$ cat src/hw/dcache_pkg.sv
// cache geometry, address view and load size type, imported by every cache RTL file
package dcache_pkg;

    localparam int WAYS       = 2;
    localparam int LINE_WORDS = 4;
    localparam int SETS       = 64;
    localparam int OFFSET_W   = 4;
    localparam int INDEX_W    = 6;
    localparam int TAG_W      = 22;

    // one cache line, word 0 in the low bits
    typedef logic [LINE_WORDS-1:0][31:0] line_t;

    typedef struct packed {
        logic [TAG_W-1:0]   tag;
        logic [INDEX_W-1:0] index;
        logic [1:0]         word;     // word within the line
        logic [1:0]         byte_ofs; // byte within the word
    } addr_fields_t;

    // cpu and memory use the flat word, the cache uses the fields
    typedef union packed {
        logic [31:0]  flat;
        addr_fields_t fld;
    } addr_u;

    typedef enum logic [1:0] {
        size_byte,
        size_half,
        size_word
    } load_size_t;

endpackage

$ cat src/hw/load_align.sv
// picks the addressed word from a line and extends a byte or halfword load
`timescale 1ns/100ps

module load_align import dcache_pkg::*; (
    input  line_t       line,
    input  addr_u       addr,
    input  load_size_t  size,
    input  logic        is_signed,
    output logic [31:0] rdata
);

    logic [31:0] word;
    logic [15:0] half;
    logic [7:0]  bsel;

    always_comb begin
        word = line[addr.fld.word];
        half = addr.fld.byte_ofs[1] ? word[31:16] : word[15:0];
        bsel = word[8*addr.fld.byte_ofs +: 8];

        case (size)
            size_byte: rdata = {{24{is_signed & bsel[7]}}, bsel};
            size_half: rdata = {{16{is_signed & half[15]}}, half};
            default:   rdata = word;
        endcase
    end

endmodule

$ cat config.mk
export PLATFORM = sky130hd
export DESIGN_NAME = load_align
export DESIGN_NICKNAME = d
export VERILOG_FILES = /design/src/hw/dcache_pkg.sv /design/src/hw/load_align.sv
export SDC_FILE = /design/constraint.sdc
export NUM_CORES = 1
export LEC_CHECK = 0
export ABC_AREA = 1
export BUFFER_PORTS_ARGS = -buffer_cell sky130_fd_sc_hd__buf_2
export CAP_MARGIN = 20
export CELL_PAD_IN_SITES_DETAIL_PLACEMENT = 0
export CELL_PAD_IN_SITES_GLOBAL_PLACEMENT = 1
export CORE_UTILIZATION = 23
export DETAILED_ROUTE_END_ITERATION = 10
export PLACE_DENSITY = 0.95
export SKIP_LAST_GASP = 1
export SYNTH_ARGS = -nofsm -noshare
export SYNTH_HDL_FRONTEND = slang
export SYNTH_SLANG_ARGS = --single-unit
$ cat constraint.sdc
create_clock -name vclk -period 2
set_input_delay 0.1 -clock vclk [all_inputs]
set_output_delay 0.1 -clock vclk [all_outputs]
set_load 0.02 [all_outputs]
==> impl_metrics.json <==
{
  "status": "complete, no violations",
  "max_cap_viol_count": 0,
  "drt_first_pass_iters": 4,
  "globalplace.congestion": 0.8262,
  "diodes": 0,
  "placed_cells": 617,
  "path_cells": "buf_2, inv_2, nand2_1, nand3_1, nand3_2, nand3_2, nand4_4, buf_12, nand3_1, buf_2",
  "port_buffers": 167,
  "yosys.area.top_type": "nand2_1",
  "syn_avg_cell_area_um2": 5.160,
  "min_path_type": "input pin to primary output",
  "worst_pin_slew_ns": 0.7671,
  "syn_nets": 525,
  "critPathKind": "input pin to primary output",
  "drtIter0Drc": 105,
  "die-area_um2": 8486,
  "critPathCaptureType": "primary output",
  "layout.cells.non_filler": 617,
  "fmax_ghz": 0.5934,
  "die_h_um": 92.12,
  "max-vdd-ir-drop_mv": 0.1326,
  "netlist_instances": 362,
  "maxSlewHeadroom_pct": 48.32,
  "cts_hold_buf": 0,
  "yosys_warnings": 0,
  "vias_per_cell": 4.822,
  "fp.coreArea_um2": 7807,
  "io_pins": 195,
  "finalPower_uw": 741.1,
  "vias": 2975,
  "final_hold_viol_count": 0,
  "period_needed_ns": 1.685,
  "layout_commonest_cell": "buf_2",
  "finalSetupViolCount": 0,
  "crit_slowest_cell": "buf_12",
  "fin_hold_ws_ns": 0.6934,
  "final_cell_mix": "buf_2, nand2_1, nand3_1",
  "post_cts_resized": 0,
  "pwr_density_cell_nw_per_um2": 272.1,
  "rsz0062_at_grt": "no",
  "avgRoutedWirePerCell_um": 12.93,
  "synthesis.area_um2": 1868,
  "finalNetCount": 680,
  "yosys-top-cells-area": "nand2_1, nand3_1, nand3_2",
  "grt_overflow": 0,
  "critPathArrivalTime_ns": 1.59,
  "grt_pass1_wl_um": 12620,
  "start_util_pct": 23.93,
  "n_clock_buffer": 0,
  "synth_top_area_share_pct": 31.95,
  "row_count": 32,
  "critPathMaxFanout": 17,
  "routed_wl_um": 7977,
  "dp_hpwl_um": 6422,
  "yosysUniqueCellTypes": 19,
  "post_cts_buffers": 0,
  "synth-seq-area-share_pct": 0,
  "critPathMaxStageDelay_ns": 0.25,
  "drv_slew": 0,
  "drive_gt1_share_pct": 41.75,
  "fin_crit_sh_pct": 84.26,
  "seq_cells": 0,
  "cp.required_ns": 1.90,
  "antenna_found_initial": 0,
  "register_area_um2": 0,
  "final_util_pct": 34.89,
  "route.detailed.drc": 0,
  "syn2layout_area_growth_pct": 45.81,
  "die_x_um": 92.12,
  "fin_tns_setup_ns": 0,
  "grt_pass1_vias": 2714,
  "ant_nets": 0,
  "leakagePower_uw": 0.001657,
  "grt_max_degree": 52,
  "cp-start-kind": "input pin",
  "grt_usage_pct": 18.00
}
==> critical path: cells and delay by family <==
family        cells  cell delay (ns)
simple gates      6             0.72
buf+inv           4             0.74
==> cell type report <==
class | count | area (µm²)
Fill cell | 902 | 5084
Tap cell | 102 | 127.6
Timing Repair Buffer | 179 | 950.9
Inverter | 6 | 22.52
Multi-Input combinational cell | 330 | 1623
==> routing by layer <==
metal | track usage [%] | vias to the layer above | wire length, µm | part of all wire, %
li1 | - | 1526 | - | -
met1 | 22.63 | 1322 | 3473 | 44
met2 | 34.64 | 119 | 4010 | 50
met3 | 0.9950 | 8 | 445 | 5.6
met4 | 1.302 | 0 | 46 | 0.58
met5 | 0 | - | 0 | 0
==> synthesized netlist by cell type, drive strengths merged <==
cell type,n
nand2,160
nand4,1
nor2,17
o21ai,23
buf,24
nand3,122
inv,5
clkbuf,2
clkinv,1
o22ai,7
==> through the flow <==
stage | setup slack, ns | area [µm²]
detailed placement | 0.3015 | 2724
floorplan | 0.8476 | 1868
finish | 0.3147 | 2724
CTS | 0.2958 | 2724
global placement | 0.3089 | 2724
global route | 0.06170 | 2724
==> where the power goes <==
part           total, µW  internal (µW)  switching (µW)
registers              0              0               0
logic                741            297             444
clock network          0              0               0
==> worst paths after layout <==
path,start,endpoint,slack (ns),cells past startpoint
setup / recovery,addr[2],rdata[28],0.31,10
hold / removal,line[3],rdata[3],0.69,6
==> cells by family after synthesis <==
family,Yosys count,synth area share [%]
simple gates,300,78.37
compound gates,30,8.506
buf+inv,32,13.13
Note: power is estimated with default switching activity, not from simulation.
