**config.mk**
```make
export PLATFORM = sky130hd
export DESIGN_NAME = dcache_ctrl_flat
export DESIGN_NICKNAME = d
export VERILOG_FILES = /design/src/hw/dcache_pkg.sv /design/src/hw/cache_array_if.sv /design/src/hw/dcache_ctrl.sv /design/src/flat_wrapper.sv
export SDC_FILE = /design/constraint.sdc
export NUM_CORES = 1
export LEC_CHECK = 0
export BUFFER_PORTS_ARGS = -buffer_cell sky130_fd_sc_hd__buf_4
export CAP_MARGIN = 40
export CELL_PAD_IN_SITES_DETAIL_PLACEMENT = 1
export CELL_PAD_IN_SITES_GLOBAL_PLACEMENT = 2
export CORE_AREA = 8 8 399 401
export DETAILED_ROUTE_END_ITERATION = 7
export DIE_AREA = 0 0 407 409
export GPL_ROUTABILITY_DRIVEN = 0
export PLACE_DENSITY_LB_ADDON = 0.1
export SETUP_SLACK_MARGIN = 0.4
export SLEW_MARGIN = 30
export SYNTH_ARGS = -nofsm -noshare
export SYNTH_HDL_FRONTEND = slang
export SYNTH_SLANG_ARGS = --single-unit
```
**constraint.sdc**
```tcl
create_clock -name clk -period 12.5 [get_ports clk]
set_clock_uncertainty 0.15 [all_clocks]
set_input_delay 1.25 -clock clk [delete_from_list [all_inputs] [get_ports clk]]
set_output_delay 1.25 -clock clk [all_outputs]
set_load 0.02 [all_outputs]
```
**src/hw/dcache_pkg.sv**
```systemverilog
// cache geometry, address view and load size type, imported by every cache RTL file
package dcache_pkg;

    localparam int WAYS       = 2;
    localparam int LINE_WORDS = 4;
    localparam int SETS       = 64;
    localparam int OFFSET_W   = 4;
    localparam int INDEX_W    = 6;
    localparam int TAG_W      = 22;

    // one cache line, word 0 in the low bits
    typedef logic [LINE_WORDS-1:0][31:0] line_t;

    typedef struct packed {
        logic [TAG_W-1:0]   tag;
        logic [INDEX_W-1:0] index;
        logic [1:0]         word;     // word within the line
        logic [1:0]         byte_ofs; // byte within the word
    } addr_fields_t;

    // cpu and memory use the flat word, the cache uses the fields
    typedef union packed {
        logic [31:0]  flat;
        addr_fields_t fld;
    } addr_u;

    typedef enum logic [1:0] {
        size_byte,
        size_half,
        size_word
    } load_size_t;

endpackage

```
**src/hw/cache_array_if.sv**
```systemverilog
// connects the cache controller to the tag, dirty and line storage; ctrl and store modports
`timescale 1ns/100ps

interface cache_array_if import dcache_pkg::*; ();

    logic [INDEX_W-1:0]            rd_index;
    logic [WAYS-1:0]               valid;
    logic [WAYS-1:0][TAG_W-1:0]    tag;
    logic [WAYS-1:0]               dirty;
    line_t [WAYS-1:0]              line;

    logic [WAYS-1:0]               tag_we;    // also sets valid
    logic [TAG_W-1:0]              tag_wdata;
    logic [WAYS-1:0]               dirty_we;
    logic                          dirty_wdata;
    logic [WAYS-1:0]               data_we;
    logic [INDEX_W-1:0]            wr_index;  // shared by all write ports
    line_t                         wr_line;

    modport ctrl (
        output rd_index, tag_we, tag_wdata, dirty_we, dirty_wdata, data_we, wr_index, wr_line,
        input  valid, tag, dirty, line
    );

    modport store (
        input  rd_index, tag_we, tag_wdata, dirty_we, dirty_wdata, data_we, wr_index, wr_line,
        output valid, tag, dirty, line
    );

endinterface

```
**src/hw/dcache_ctrl.sv**
```systemverilog
// cache controller with lookup stage, miss FSM, LRU, store buffer and collision stall
`timescale 1ns/100ps

module dcache_ctrl import dcache_pkg::*; (
    input  logic        clk,
    input  logic        reset,
    input  logic        req_valid,
    input  logic        req_write,
    input  addr_u       req_addr,
    input  logic [3:0]  req_wstrb,
    input  logic [31:0] req_wdata,
    input  load_size_t  req_size,
    input  logic        req_signed,
    output logic        busy,
    output logic        rsp_valid,
    output addr_u       word_sel,
    output line_t       line_sel,
    output load_size_t  size_sel,
    output logic        signed_sel,
    output logic        mem_rd_req,
    output logic [31:0] mem_rd_addr,
    input  logic        mem_rd_done,
    input  line_t       mem_rd_line,
    output logic        mem_wr_req,
    output logic [31:0] mem_wr_addr,
    output line_t       mem_wr_line,
    input  logic        mem_wr_done,
    cache_array_if.ctrl arr
);

    typedef enum logic [1:0] {lookup, miss_dirty, miss_clean, refill_done} state_t;

    state_t state, state_next;

    // request in the lookup stage
    logic        lk_valid;
    logic        lk_write;
    addr_u       lk_addr;
    logic [3:0]  lk_wstrb;
    logic [31:0] lk_wdata;
    load_size_t  lk_size;
    logic        lk_signed;

    logic [WAYS-1:0] hit;
    logic            any_hit;
    logic            hit_way;
    logic [SETS-1:0] lru;      // way to evict next
    logic            victim;
    logic [WAYS-1:0] victim_oh;
    logic            miss_busy;
    logic            col_lookup;
    logic            col_buffer;
    logic            capture;
    logic            refill_wr;
    line_t           merged_line;

    logic               sb_valid;
    logic [WAYS-1:0]    sb_way;
    logic [INDEX_W-1:0] sb_index;
    logic [TAG_W-1:0]   sb_tag;
    line_t              sb_line;

    always_comb begin
        for (int w = 0; w < WAYS; w++) begin
            hit[w] = arr.valid[w] && (arr.tag[w] == lk_addr.fld.tag);
        end
    end

    assign any_hit   = |hit;
    assign hit_way   = hit[1];
    assign victim    = lru[lk_addr.fld.index];
    assign victim_oh = {victim, !victim};
    assign refill_wr = (state == miss_clean) && mem_rd_done;

    // held until the re-lookup hits
    assign miss_busy  = lk_valid && !((state == lookup) && any_hit);
    assign col_lookup = (state == lookup) && lk_valid && lk_write
                        && (lk_addr.flat[31:OFFSET_W] == req_addr.flat[31:OFFSET_W]);
    assign col_buffer = sb_valid && ({sb_tag, sb_index} == req_addr.flat[31:OFFSET_W]);
    assign busy       = miss_busy || (req_valid && (col_lookup || col_buffer));
    assign capture    = req_valid && !busy;
    assign rsp_valid  = (state == lookup) && lk_valid && any_hit;

    always_ff @(posedge clk) begin
        if (reset) begin
            lk_valid <= 1'b0;
        end else if (!miss_busy) begin
            lk_valid <= capture; // bubble on a collision stall
        end
    end

    always_ff @(posedge clk) begin
        if (capture) begin
            lk_write  <= req_write;
            lk_addr   <= req_addr;
            lk_wstrb  <= req_wstrb;
            lk_wdata  <= req_wdata;
            lk_size   <= req_size;
            lk_signed <= req_signed;
        end
    end

    always_ff @(posedge clk) begin
        if (reset) begin
            state <= lookup;
        end else begin
            state <= state_next;
        end
    end

    always_comb begin
        state_next = state;
        case (state)
            lookup: begin
                if (lk_valid && !any_hit) begin
                    state_next = (arr.valid[victim] && arr.dirty[victim]) ? miss_dirty : miss_clean;
                end
            end
            miss_dirty: if (mem_wr_done) state_next = miss_clean;
            miss_clean: if (mem_rd_done) state_next = refill_done;
            default:    state_next = lookup; // re-read cycle
        endcase
    end

    always_ff @(posedge clk) begin
        if (reset) begin
            lru <= '0;
        end else if (rsp_valid) begin
            lru[lk_addr.fld.index] <= !hit_way;
        end else if (refill_wr) begin
            lru[lk_addr.fld.index] <= !victim;
        end
    end

    always_comb begin
        merged_line = arr.line[hit_way];
        for (int b = 0; b < 4; b++) begin
            if (lk_wstrb[b]) begin
                merged_line[lk_addr.fld.word][8*b +: 8] = lk_wdata[8*b +: 8];
            end
        end
    end

    always_ff @(posedge clk) begin
        if (reset) begin
            sb_valid <= 1'b0;
        end else begin
            sb_valid <= rsp_valid && lk_write;
        end
    end

    always_ff @(posedge clk) begin
        if (rsp_valid && lk_write) begin
            sb_way   <= hit;
            sb_index <= lk_addr.fld.index;
            sb_tag   <= lk_addr.fld.tag;
            sb_line  <= merged_line;
        end
    end

    // refill and store buffer writes never fall in the same cycle
    assign arr.rd_index    = miss_busy ? lk_addr.fld.index : req_addr.fld.index;
    assign arr.tag_we      = refill_wr ? victim_oh : '0;
    assign arr.tag_wdata   = lk_addr.fld.tag;
    assign arr.dirty_we    = refill_wr ? victim_oh : (sb_valid ? sb_way : '0);
    assign arr.dirty_wdata = !refill_wr;
    assign arr.data_we     = refill_wr ? victim_oh : (sb_valid ? sb_way : '0);
    assign arr.wr_index    = refill_wr ? lk_addr.fld.index : sb_index;
    assign arr.wr_line     = refill_wr ? mem_rd_line : sb_line;

    assign mem_rd_req  = (state == miss_clean);
    assign mem_rd_addr = {lk_addr.fld.tag, lk_addr.fld.index, {OFFSET_W{1'b0}}};
    assign mem_wr_req  = (state == miss_dirty);
    assign mem_wr_addr = {arr.tag[victim], lk_addr.fld.index, {OFFSET_W{1'b0}}};
    assign mem_wr_line = arr.line[victim];

    assign word_sel   = lk_addr;
    assign line_sel   = arr.line[hit_way];
    assign size_sel   = lk_size;
    assign signed_sel = lk_signed;

endmodule

```
**src/flat_wrapper.sv**
```systemverilog
// flat-port wrapper written by rule: the top's interface ports become plain ports
module dcache_ctrl_flat import dcache_pkg::*;
  (clk, reset, req_valid, req_write, req_addr, req_wstrb, req_wdata, req_size, req_signed, busy, rsp_valid, word_sel, line_sel, size_sel, signed_sel, mem_rd_req, mem_rd_addr, mem_rd_done, mem_rd_line, mem_wr_req, mem_wr_addr, mem_wr_line, mem_wr_done, arr_rd_index, arr_tag_we, arr_tag_wdata, arr_dirty_we, arr_dirty_wdata, arr_data_we, arr_wr_index, arr_wr_line, arr_valid, arr_tag, arr_dirty, arr_line);
  cache_array_if arr_i ();
  input  logic clk;
  input  logic reset;
  input  logic req_valid;
  input  logic req_write;
  input  addr_u req_addr;
  input  logic [3:0] req_wstrb;
  input  logic [31:0] req_wdata;
  input  load_size_t req_size;
  input  logic req_signed;
  output logic busy;
  output logic rsp_valid;
  output addr_u word_sel;
  output line_t line_sel;
  output load_size_t size_sel;
  output logic signed_sel;
  output logic mem_rd_req;
  output logic [31:0] mem_rd_addr;
  input  logic mem_rd_done;
  input  line_t mem_rd_line;
  output logic mem_wr_req;
  output logic [31:0] mem_wr_addr;
  output line_t mem_wr_line;
  input  logic mem_wr_done;
  output wire logic [$bits(arr_i.rd_index)-1:0] arr_rd_index;
  output wire logic [$bits(arr_i.tag_we)-1:0] arr_tag_we;
  output wire logic [$bits(arr_i.tag_wdata)-1:0] arr_tag_wdata;
  output wire logic [$bits(arr_i.dirty_we)-1:0] arr_dirty_we;
  output wire logic [$bits(arr_i.dirty_wdata)-1:0] arr_dirty_wdata;
  output wire logic [$bits(arr_i.data_we)-1:0] arr_data_we;
  output wire logic [$bits(arr_i.wr_index)-1:0] arr_wr_index;
  output wire logic [$bits(arr_i.wr_line)-1:0] arr_wr_line;
  input wire logic [$bits(arr_i.valid)-1:0] arr_valid;
  input wire logic [$bits(arr_i.tag)-1:0] arr_tag;
  input wire logic [$bits(arr_i.dirty)-1:0] arr_dirty;
  input wire logic [$bits(arr_i.line)-1:0] arr_line;
  assign arr_rd_index = arr_i.rd_index;
  assign arr_tag_we = arr_i.tag_we;
  assign arr_tag_wdata = arr_i.tag_wdata;
  assign arr_dirty_we = arr_i.dirty_we;
  assign arr_dirty_wdata = arr_i.dirty_wdata;
  assign arr_data_we = arr_i.data_we;
  assign arr_wr_index = arr_i.wr_index;
  assign arr_wr_line = arr_i.wr_line;
  assign arr_i.valid = arr_valid;
  assign arr_i.tag = arr_tag;
  assign arr_i.dirty = arr_dirty;
  assign arr_i.line = arr_line;
  dcache_ctrl u_core (.clk(clk), .reset(reset), .req_valid(req_valid), .req_write(req_write), .req_addr(req_addr), .req_wstrb(req_wstrb), .req_wdata(req_wdata), .req_size(req_size), .req_signed(req_signed), .busy(busy), .rsp_valid(rsp_valid), .word_sel(word_sel), .line_sel(line_sel), .size_sel(size_sel), .signed_sel(signed_sel), .mem_rd_req(mem_rd_req), .mem_rd_addr(mem_rd_addr), .mem_rd_done(mem_rd_done), .mem_rd_line(mem_rd_line), .mem_wr_req(mem_wr_req), .mem_wr_addr(mem_wr_addr), .mem_wr_line(mem_wr_line), .mem_wr_done(mem_wr_done), .arr(arr_i));
endmodule
```
==> flow_metrics.tcl, run 1 <==
set metrics [dict create \
    async_flop_share 0 \
    crit_fanout 59 \
    ys_top_cells_by_area "edfxtp_1 (36%), mux2_2 (12%), nand2_1 (8.5%)" \
    synthCells 2045 \
    grt.overflow.total 0 \
    fin_util 0.2019 \
    row_count 144 \
    rsz0062_at_grt "false" \
    setup_ws_ns 5.889 \
    final-max-slew-violation-count 0 \
    regToRegEndpoint "u_core.sb_line[55]" \
    setup_viol 0 \
    area_growth_pct 59.05 \
    cts_root_buf "clkbuf_16" \
    insertion_delay_ns 0.63 \
    synth-main-ff-cell "edfxtp_1" \
    p_int_w 0.002403 \
    critPathCaptureType "primary output" \
    ys_ff_latch 298 \
    min_period_over_period 0.5289 \
    outcome "completed" \
    vdd_drop_max_mv 0.1003 \
    synth.avg_cell_area_um2 9.497 \
    cts_tree "done" \
    drcViolationCount 0 \
    clkPwrFrac 0.375 \
    cp_data_arrival_time_ns 5.21 \
    dieWidth_um 407 \
    p_per_area_mw_per_mm2 120.3 \
    dieArea_mm2 0.1665 \
    pre_cts_ws_ns 6.458 \
    antenna_found_initial 73 \
    leakage_nw 12.77 \
    hold_class "reg2reg" \
    portBuffers 1028 \
    yosysTopAreaCell "edfxtp_1" \
    drt_first_iter_violations 854 \
    yosysTopAreaCellShare 0.3556 \
    clkSlewWorstSetupHoldPaths_ns 0.06 \
    dr.pass1.iters 5 \
    grt_pass1_vias 22795 \
    p_seq_frac 0.304 \
    post_cts_resized 0 \
    placeableCoreArea_mm2 0.1530 \
    p_sw_w 0.001313 \
    rrSetupSlack_ns 8.03 \
    io_pins 1037 \
    tightestPinTransition_ns 0.9962 \
    htree_levels 2 \
    yosys.cell_types.count 67 \
    dp_hpwl_um 143700 \
    cp.required_ns 11.10 \
    combPwrFrac 0.321 \
    hold_depth 2 \
    fin_crit_ns 6.611 \
    relSlewSlack 0.3358 \
    power_switching_share 0.3534 \
    floorplan.initialDensity 0.1270 \
    drive_gt1_frac 0.4584 \
    grt_max_degree 126 \
    cap_violations 0 \
    vias 20570 \
    wl_per_cell_um 33.84 \
    min_to "u_core.lru[6]" \
    dp_cells 4974 \
    yosysWarnings 0 \
    seq_area_frac_synth 0.4257 \
    wl_um 171800 \
    min-delay-start "u_core.lru[6]" \
    finalHoldViolCount 0 \
    nets 3494 \
    clock_sinks 298 \
    reg2reg_depth 11 \
    reg2reg_from "u_core.word_sel[22]" \
    holdBufCountCts 0 \
    cts_setup_buffers 0 \
    vias_per_cell 4.052 \
    fmaxAchievable_ghz 0.1513 \
    critical_path_class "reg2out" \
    die_y_um 409 \
    synth_edf_count 230 \
    cts-buffers-inserted 47 \
    tns_ns 0 \
    cp-start-kind "register" \
    cts.path.max_buffers 3 \
    track_usage 0.1969 \
    antenna_left 0 \
    final_cells 5076 \
    syn_area_mm2 0.01942 \
    grt_pass1_wl_um 224500 \
]
## stage by stage
step	hold slack (ns)	area [um^2]	total power [W]
after floorplan	0.2738	19450	0.001712
after global placement	0.2914	28960	0.002355
after detailed placement	0.2998	29250	0.002366
after CTS	0.3113	30820	0.003814
after global routing	0.3244	30860	0.003874
final	0.3094	30890	0.003716
## Yosys cell counts, types with 6 or more instances
master    count
mux2_2      206
nor2_1      162
clkbuf_1     85
buf_6        13
nand3_1      14
o21ai_0       8
a31oi_1     143
inv_1        47
nor3b_1      18
dfxtp_1      68
and3_1        6
nor3_1       12
buf_2        29
a21o_1       15
nor2b_1      10
a22oi_1       6
mux2_1       90
xnor2_1      46
mux2i_1      11
buf_4        67
edfxtp_1    230
nand2b_1      6
nor4_1       18
nand2_1     441
a22o_1       15
a21oi_1      90
nand4_1      16
o22ai_1      33
o41ai_1      15
and2_1        6
xor2_1       52
## layout by cell type, fill, tap and decap left out, drive strengths merged, types with 6 or more instances in the layout
master     n
dfxtp     68
nand3     14
a21oi     90
buf     1078
xor2      52
nand2b     6
a22oi      6
nand4     16
a22o      15
mux2     296
nand2    441
o22ai     33
diode     15
nor2b     10
nor4      19
a31oi    143
and3       6
edfxtp   230
xnor2     46
mux2i     11
conb       8
and2       7
nor3      13
nor3b     18
clkinv    18
nor2     162
inv       49
a21o      15
o21ai      9
clkbuf    60
o41ai     15
## state kept, by name (all words and copies together) (netlist names)
name / count
u_core.lru: 64
u_core.lk_write: 1
u_core.size_sel: 2
u_core.word_sel: 32
u_core.sb_way: 2
u_core.sb_tag: 22
u_core.state: 2
u_core.sb_valid: 1
u_core.lk_wstrb: 4
u_core.lk_valid: 1
u_core.sb_line: 128
u_core.lk_wdata: 32
u_core.sb_index: 6
u_core.signed_sel: 1
## power by group through the flow
stage / logic, W / registers (W) / clock network, W
after floorplan: 0.000571 / 0.00114 / 0
after detailed placement: 0.00122 / 0.00115 / 0
after global routing: 0.00126 / 0.00113 / 0.00148
final: 0.00119 / 0.00113 / 0.00139
after global placement: 0.00120 / 0.00115 / 0
after CTS: 0.00122 / 0.00113 / 0.00146
## per-layer routing
| layer | global-route usage | part of all wire | up-vias |
|---|---|---|---|
| met5 | 0 | 0.0017 | - |
| met4 | 0.03355 | 0.019 | 48 |
| met3 | 0.06312 | 0.072 | 196 |
| met2 | 0.3723 | 0.53 | 710 |
| met1 | 0.2151 | 0.38 | 10392 |
| li1 | - | - | 9224 |
## cells by family (layout without fill, tap and decap cells)
kind of cell	count (synthesis)	in the layout	share of synthesized area
AO/OA/AOI/OAI	358	358	0.1208
adder cells (fa/ha/maj)	4	4	0.002577
buffers and inverters	246	1211	0.06739
flip-flops	298	298	0.4257
other	1	23	0.0001931
XOR/XNOR	98	98	0.04420
AND/OR/NAND/NOR	732	732	0.1607
multiplexers	308	308	0.1785
## critical path, cell delays in order (launching register included)
cell	delay, ns
edfxtp_1	0.37
buf_4	0.60
nor2_1	0.24
a211o_1	0.34
a22oi_1	0.27
o2111ai_2	0.25
nor3_4	0.46
buf_4	0.55
buf_4	0.72
mux2_2	0.42
buf_4	0.16
## how the worst max path moves through the flow
stage / slack [ns] / to / start / depth (start not counted)
after floorplan: 2.20 / u_core.sb_index[0] / arr_tag[35] / 8
after global placement: 6.54 / line_sel[40] / arr_tag[38] / 10
after detailed placement: 6.46 / mem_wr_line[58] / u_core.word_sel[4] / 10
after CTS: 5.73 / mem_wr_line[39] / u_core.word_sel[4] / 10
after global routing: 5.55 / mem_wr_line[28] / u_core.word_sel[4] / 10
final: 5.89 / mem_wr_line[57] / u_core.word_sel[4] / 10
## final cells by class
class,instances,area (um^2)
antenna,15,37.54
clock buffer,60,1265
clock inverter,25,305.3
fill,17754,122100
inverter,47,176.4
multi-input combinational,1508,9987
sequential,298,8268
tap,2044,2557
timing repair buffer,1079,8293
No activity file was read; power rests on OpenSTA's default activity.
==> inputs of run 2 (changes only) <==
==> constraint.sdc (replaced) <==
create_clock -name clk -period 6.3 [get_ports clk]
set_clock_uncertainty 0.15 [all_clocks]
set_input_delay 0.63 -clock clk [delete_from_list [all_inputs] [get_ports clk]]
set_output_delay 0.63 -clock clk [all_outputs]
set_load 0.02 [all_outputs]
==> run 2 against run 1 <==
  * Clock-buffer cell count is 9 higher
  * Global-route usage is 0.71 points lower
  * Highest routed layer unchanged
  * Via count is 0.16% higher
  * First-iteration DRC count is 2.0% higher
  * Sequential share of layout area is 0.21 points lower
  * Utilization is 0.16 points higher
  * Clock power is 84% higher
  * Setup slack worse by 5.1 ns
  * Wire length is 3.2% lower
==> flow_metrics.tcl, run 2 (synthesized netlist as in run 1, its figures left out) <==
set metrics [dict create \
    cts-buffers-inserted 47 \
    placeableCoreArea_mm2 0.1530 \
    regArea_mm2 0.008268 \
    antenna_found_initial 79 \
    cp-start-kind "register" \
    dp_hpwl_um 138800 \
    drive_gt1_frac 0.4479 \
    crit_fanout 77 \
    cp_data_arrival_time_ns 4.70 \
    clock_sinks 298 \
    path_cells "buf_6 > buf_8 > nor2b_1 > a22oi_1 > nand3_1 > o2111ai_2 > nor3_4 > buf_12 > mux2_1 > buf_4" \
    wl_per_cell_um 32.49 \
    wl_um 166200 \
    htree_levels 2 \
    worstPathBufferInverterCount 4 \
    dieArea_mm2 0.1665 \
    grt.overflow.total 0 \
    tightestPinTransition_ns 0.9018 \
    dieWidth_um 407 \
    leakage_nw 12.85 \
    insertion_delay_ns 0.62 \
    final-max-slew-violation-count 0 \
    io_pins 1037 \
    cp.required_ns 5.52 \
    grt_max_degree 78 \
    finalHoldViolCount 0 \
    layout_commonest_cell "buf_4" \
    fin_crit_ns 5.480 \
    critPathCaptureType "primary output" \
    vias_per_cell 4.028 \
    cp_slowest_cell "edfxtp_1" \
    rsz0062_at_grt "false" \
    relSlewSlack 0.3933 \
    setup_viol 0 \
    nets 3533 \
    grt_pass1_vias 22740 \
    cts_setup_buffers 0 \
    antenna_left 0 \
    largest_register_ffs 128 \
    p_per_area_mw_per_mm2 230.2 \
    area_growth_pct 60.32 \
    critical_path_class "reg2out" \
    vdd_drop_max_mv 0.1657 \
    cts.path.max_buffers 3 \
    hold_class "in2reg" \
    stdcell_area_mm2 0.03114 \
    cp_slowest_stage_delay_ns 0.77 \
    floorplan.initialDensity 0.1270 \
    vias 20602 \
    top_regs "u_core.sb_line: 128 flops, u_core.lru: 64 flops" \
    setup_ws_ns 0.8196 \
    row_count 144 \
    mostFrequentLayoutCells "buf_4 (1053), nand2_1 (440), edfxtp_1 (230), mux2_2 (206), nor2_1 (160)" \
    portBuffers 1028 \
    cp_top_family "buffers and inverters" \
    cap_violations 0 \
    clkSlewWorstSetupHoldPaths_ns 0.06 \
    top_register "u_core.sb_line" \
    drt_first_iter_violations 871 \
    tns_ns 0 \
    cts_tree "done" \
    pre_cts_ws_ns 1.394 \
    filler_cell_count 17781 \
    min_period_over_period 0.8699 \
    drcViolationCount 0 \
    dr.pass1.iters 5 \
    die_y_um 409 \
    fmaxAchievable_ghz 0.1825 \
    cts_root_buf "clkbuf_16" \
    track_usage 0.1898 \
    multi_input_area_mm2 0.009983 \
    grt_pass1_wl_um 217100 \
    place_area_mm2 0.02919 \
    fin_util 0.2035 \
    outcome "completed" \
]
## run 2: cell count changes in the layout (fill, tap and decap cells not counted), sizes merged
| cell | change |
|---|---|
| inv | -1 |
| clkinv | -6 |
| dlygate4sd3 | +45 |
| buf | -6 |
| clkdlybuf4s15 | -1 |
| diode | +2 |
| clkbuf | +10 |
| bufinv | -4 |
## run 2: routing by layer
metal / global-route usage / vias up / share of wire
li1: - / 9311 / -
met1: 0.2043 / 10371 / 0.38
met3: 0.06941 / 187 / 0.080
met5: 0 / - / 0.0018
met4: 0.03325 / 46 / 0.018
met2: 0.3557 / 687 / 0.52
## run 2: stage by stage
stage / cells / power (W) / hold WS [ns]
2_1_floorplan: 2052 / 0.003395 / 0.2738
3_3_place_gp: 4956 / 0.004645 / 0.2871
3_5_place_dp: 4968 / 0.004664 / 0.2943
4_1_cts: 5096 / 0.007361 / 0.006332
5_1_grt: 5101 / 0.007482 / 0.02558
6_report: 5115 / 0.007166 / 0.08022
## run 2: worst paths after layout
| kind | slack, ns | start | cells past startpoint | endpoint |
|---|---|---|---|---|
| worst max register to register | 2.21 | u_core.word_sel[5] | 11 | u_core.lru[12] |
| worst max-delay path | 0.82 | u_core.word_sel[5] | 10 | mem_wr_line[95] |
| worst min-delay path | 0.08 | req_addr[11] | 1 | u_core.word_sel[11] |
| worst min register to register | 0.30 | u_core.lru[30] | 2 | u_core.lru[30] |
## run 2: area by class of cell
| class | instances | share of cell area |
|---|---|---|
| clock buffers | 69 | 0.04272 |
| repair buffers | 1118 | 0.2787 |
| inverters | 47 | 0.005666 |
| diodes | 17 | 0.001366 |
| flip-flops and latches | 298 | 0.2655 |
| well taps | 2044 | 0.08214 |
| clock inverters | 14 | 0.003255 |
| multi-input cells | 1508 | 0.3206 |
## run 2: repair_timing
item	4_1_cts	5_1_grt
setup endpoints to repair	0	0
gates resized for setup	0	0
hold endpoints to repair	45	0
hold buffers	45	0
## run 2: power breakdown
group | internal, W | switching [W]
Clock | 0.00149 | 0.00107
Combinational | 0.000973 | 0.00138
Sequential | 0.00217 | 0.0000786
==> inputs of run 3 (changes only) <==
--- a/config.mk
+++ b/config.mk
@@ -13,6 +13,7 @@
 export DETAILED_ROUTE_END_ITERATION = 7
 export DIE_AREA = 0 0 407 409
 export GPL_ROUTABILITY_DRIVEN = 0
+export MAX_ROUTING_LAYER = met4
 export PLACE_DENSITY_LB_ADDON = 0.1
 export SETUP_SLACK_MARGIN = 0.4
 export SLEW_MARGIN = 30
==> run 3 against run 2 <==
  * Clock power is essentially flat
  * Largest power group unchanged
  * Highest routed layer is now met4
  * Final area increased by 0.22%
  * Flip-flop and latch count unchanged
==> flow_metrics.tcl, run 3 (synthesized netlist as in run 1, its figures left out) <==
set metrics [dict create \
    min_to "u_core.word_sel[10]" \
    critical_path_class "reg2out" \
    cts.path.max_buffers 3 \
    setup_viol 0 \
    drcViolationCount 0 \
    tns_ns 0 \
    wl_um 166100 \
    track_usage 0.1954 \
    combPwrFrac 0.329 \
    insertion_delay_ns 0.62 \
    cap_violations 0 \
    crit_fanout 77 \
    whs_ns 0.08064 \
    filler_cell_count 17812 \
    drt_first_iter_violations 954 \
    p_sw_w 0.002536 \
    min-delay-start "req_addr[10]" \
    cts_setup_buffers 0 \
    min_period_over_period 0.8701 \
    grt_pass1_vias 22762 \
    reg2reg_from "u_core.word_sel[5]" \
    cp_data_arrival_time_ns 4.70 \
    io_pins 1037 \
    final-max-slew-violation-count 0 \
    hold_class "in2reg" \
    wl_per_cell_um 32.30 \
    grt_pass1_wl_um 216900 \
    clkPwrFrac 0.357 \
    p_seq_frac 0.314 \
    floorplan.initialDensity 0.1270 \
    dr.pass1.iters 5 \
    tightestPinTransition_ns 0.8635 \
    vdd_drop_max_mv 0.1651 \
    placeableCoreArea_mm2 0.1530 \
    grt_max_degree 78 \
    mostFrequentLayoutCells "buf_4 (1053), nand2_1 (440), edfxtp_1 (230), mux2_2 (206), nor2_1 (160)" \
    clock_sinks 298 \
    top_regs "u_core.sb_line: 128 flops, u_core.lru: 64 flops" \
    htree_levels 2 \
    reg2reg_depth 10 \
    rrSetupSlack_ns 2.22 \
    nets 3533 \
    clkSlewWorstSetupHoldPaths_ns 0.06 \
    layout_commonest_cell "buf_4" \
    p_per_area_mw_per_mm2 229.7 \
    rsz0062_at_grt "false" \
    cp-start-kind "register" \
    post_cts_resized 0 \
    cp.required_ns 5.52 \
    top_register "u_core.sb_line" \
    regToRegEndpoint "u_core.lru[12]" \
    row_count 144 \
    power_switching_share 0.3538 \
    hold_depth 1 \
    cts-buffers-inserted 47 \
    dieWidth_um 407 \
    leakage_nw 12.85 \
    relSlewSlack 0.4190 \
    largest_register_ffs 128 \
    dieArea_mm2 0.1665 \
    portBuffers 1028 \
    antenna_found_initial 82 \
    die_y_um 409 \
    area_growth_pct 60.67 \
    vias 20575 \
    antenna_left 0 \
    p_int_w 0.004632 \
    fmaxAchievable_ghz 0.1824 \
    finalHoldViolCount 0 \
    drive_gt1_frac 0.4479 \
    critPathCaptureType "primary output" \
    grt.overflow.total 0 \
    fin_crit_ns 5.482 \
    vias_per_cell 4.001 \
    cts_root_buf "clkbuf_16" \
    cts_tree "done" \
    outcome "completed" \
    dp_hpwl_um 138800 \
]
-- run 3: cell types whose count changed in the layout (fill, tap and decap cells not counted), sizes merged --
| cell | before | now |
|---|---|---|
| diode | 17 | 44 |
-- run 3: timing repair --
action / CTS / global route
endpoints found under the setup margin: 0 / 0
endpoints found under the hold margin: 45 / 0
hold buffers: 45 / 0
-- run 3: area by class of cell --
class                   count  area, um^2  share of cell area
diodes                     44       110.1            0.003529
clock buffers              69        1330             0.04262
clock inverters            14       101.3            0.003248
inverters                  47       176.4            0.005654
multi-input cells        1508        9983              0.3199
flip-flops and latches    298        8268              0.2650
well taps                2044        2557             0.08196
repair buffers           1118        8677              0.2781
-- run 3: how the worst max path moves through the flow --
stage | startpoint | end | slack, ns | cells past startpoint
2_1_floorplan | u_core.word_sel[23] | u_core.sb_index[0] | 1.07 | 8
3_3_place_gp | u_core.word_sel[5] | mem_wr_line[95] | 0.80 | 8
3_5_place_dp | u_core.word_sel[5] | mem_wr_line[95] | 1.39 | 10
4_1_cts | u_core.word_sel[5] | mem_wr_line[95] | 0.68 | 10
5_1_grt | u_core.word_sel[5] | mem_wr_line[95] | 0.53 | 10
6_report | u_core.word_sel[5] | mem_wr_line[95] | 0.82 | 10
-- run 3: power by group through the flow --
stage	Sequential [W]	Combinational (W)	Clock [W]
after global placement	0.00230	0.00235	0
after floorplan	0.00226	0.00113	0
after detailed placement	0.00229	0.00237	0
after global routing	0.00225	0.00249	0.00273
final	0.00225	0.00236	0.00256
after CTS	0.00225	0.00241	0.00270
-- run 3: layer usage --
layer  track usage  up-vias  routed length [um]
li1              -     9345                   -
met1        0.2034    10392               62930
met2        0.3558      684               87000
met3       0.07155      154               13230
met4       0.03283        0                2943
met5             -        -                   0
-- run 3: critical path, stage by stage, from the launching register on --
cell and delay, ns:
edfxtp_1 0.80, buf_6 0.27, buf_8 0.18, nor2b_1 0.43
a22oi_1 0.17, nand3_1 0.19, o2111ai_2 0.31, nor3_4 0.32
buf_12 0.38, mux2_1 0.59, buf_4 0.26
-- run 3: metrics by stage --
step	util	area (um^2)	setup slack (ns)	power (W)	std cells
global route	0.2040	31200	0.5265	0.007483	5141
CTS	0.2031	31070	0.6820	0.007361	5096
floorplan	-	19460	1.067	0.003395	2052
detailed placement	0.1908	29190	1.394	0.004664	4968
global placement	0.1894	28980	0.7994	0.004645	4956
finish	0.2040	31200	0.8182	0.007168	5142
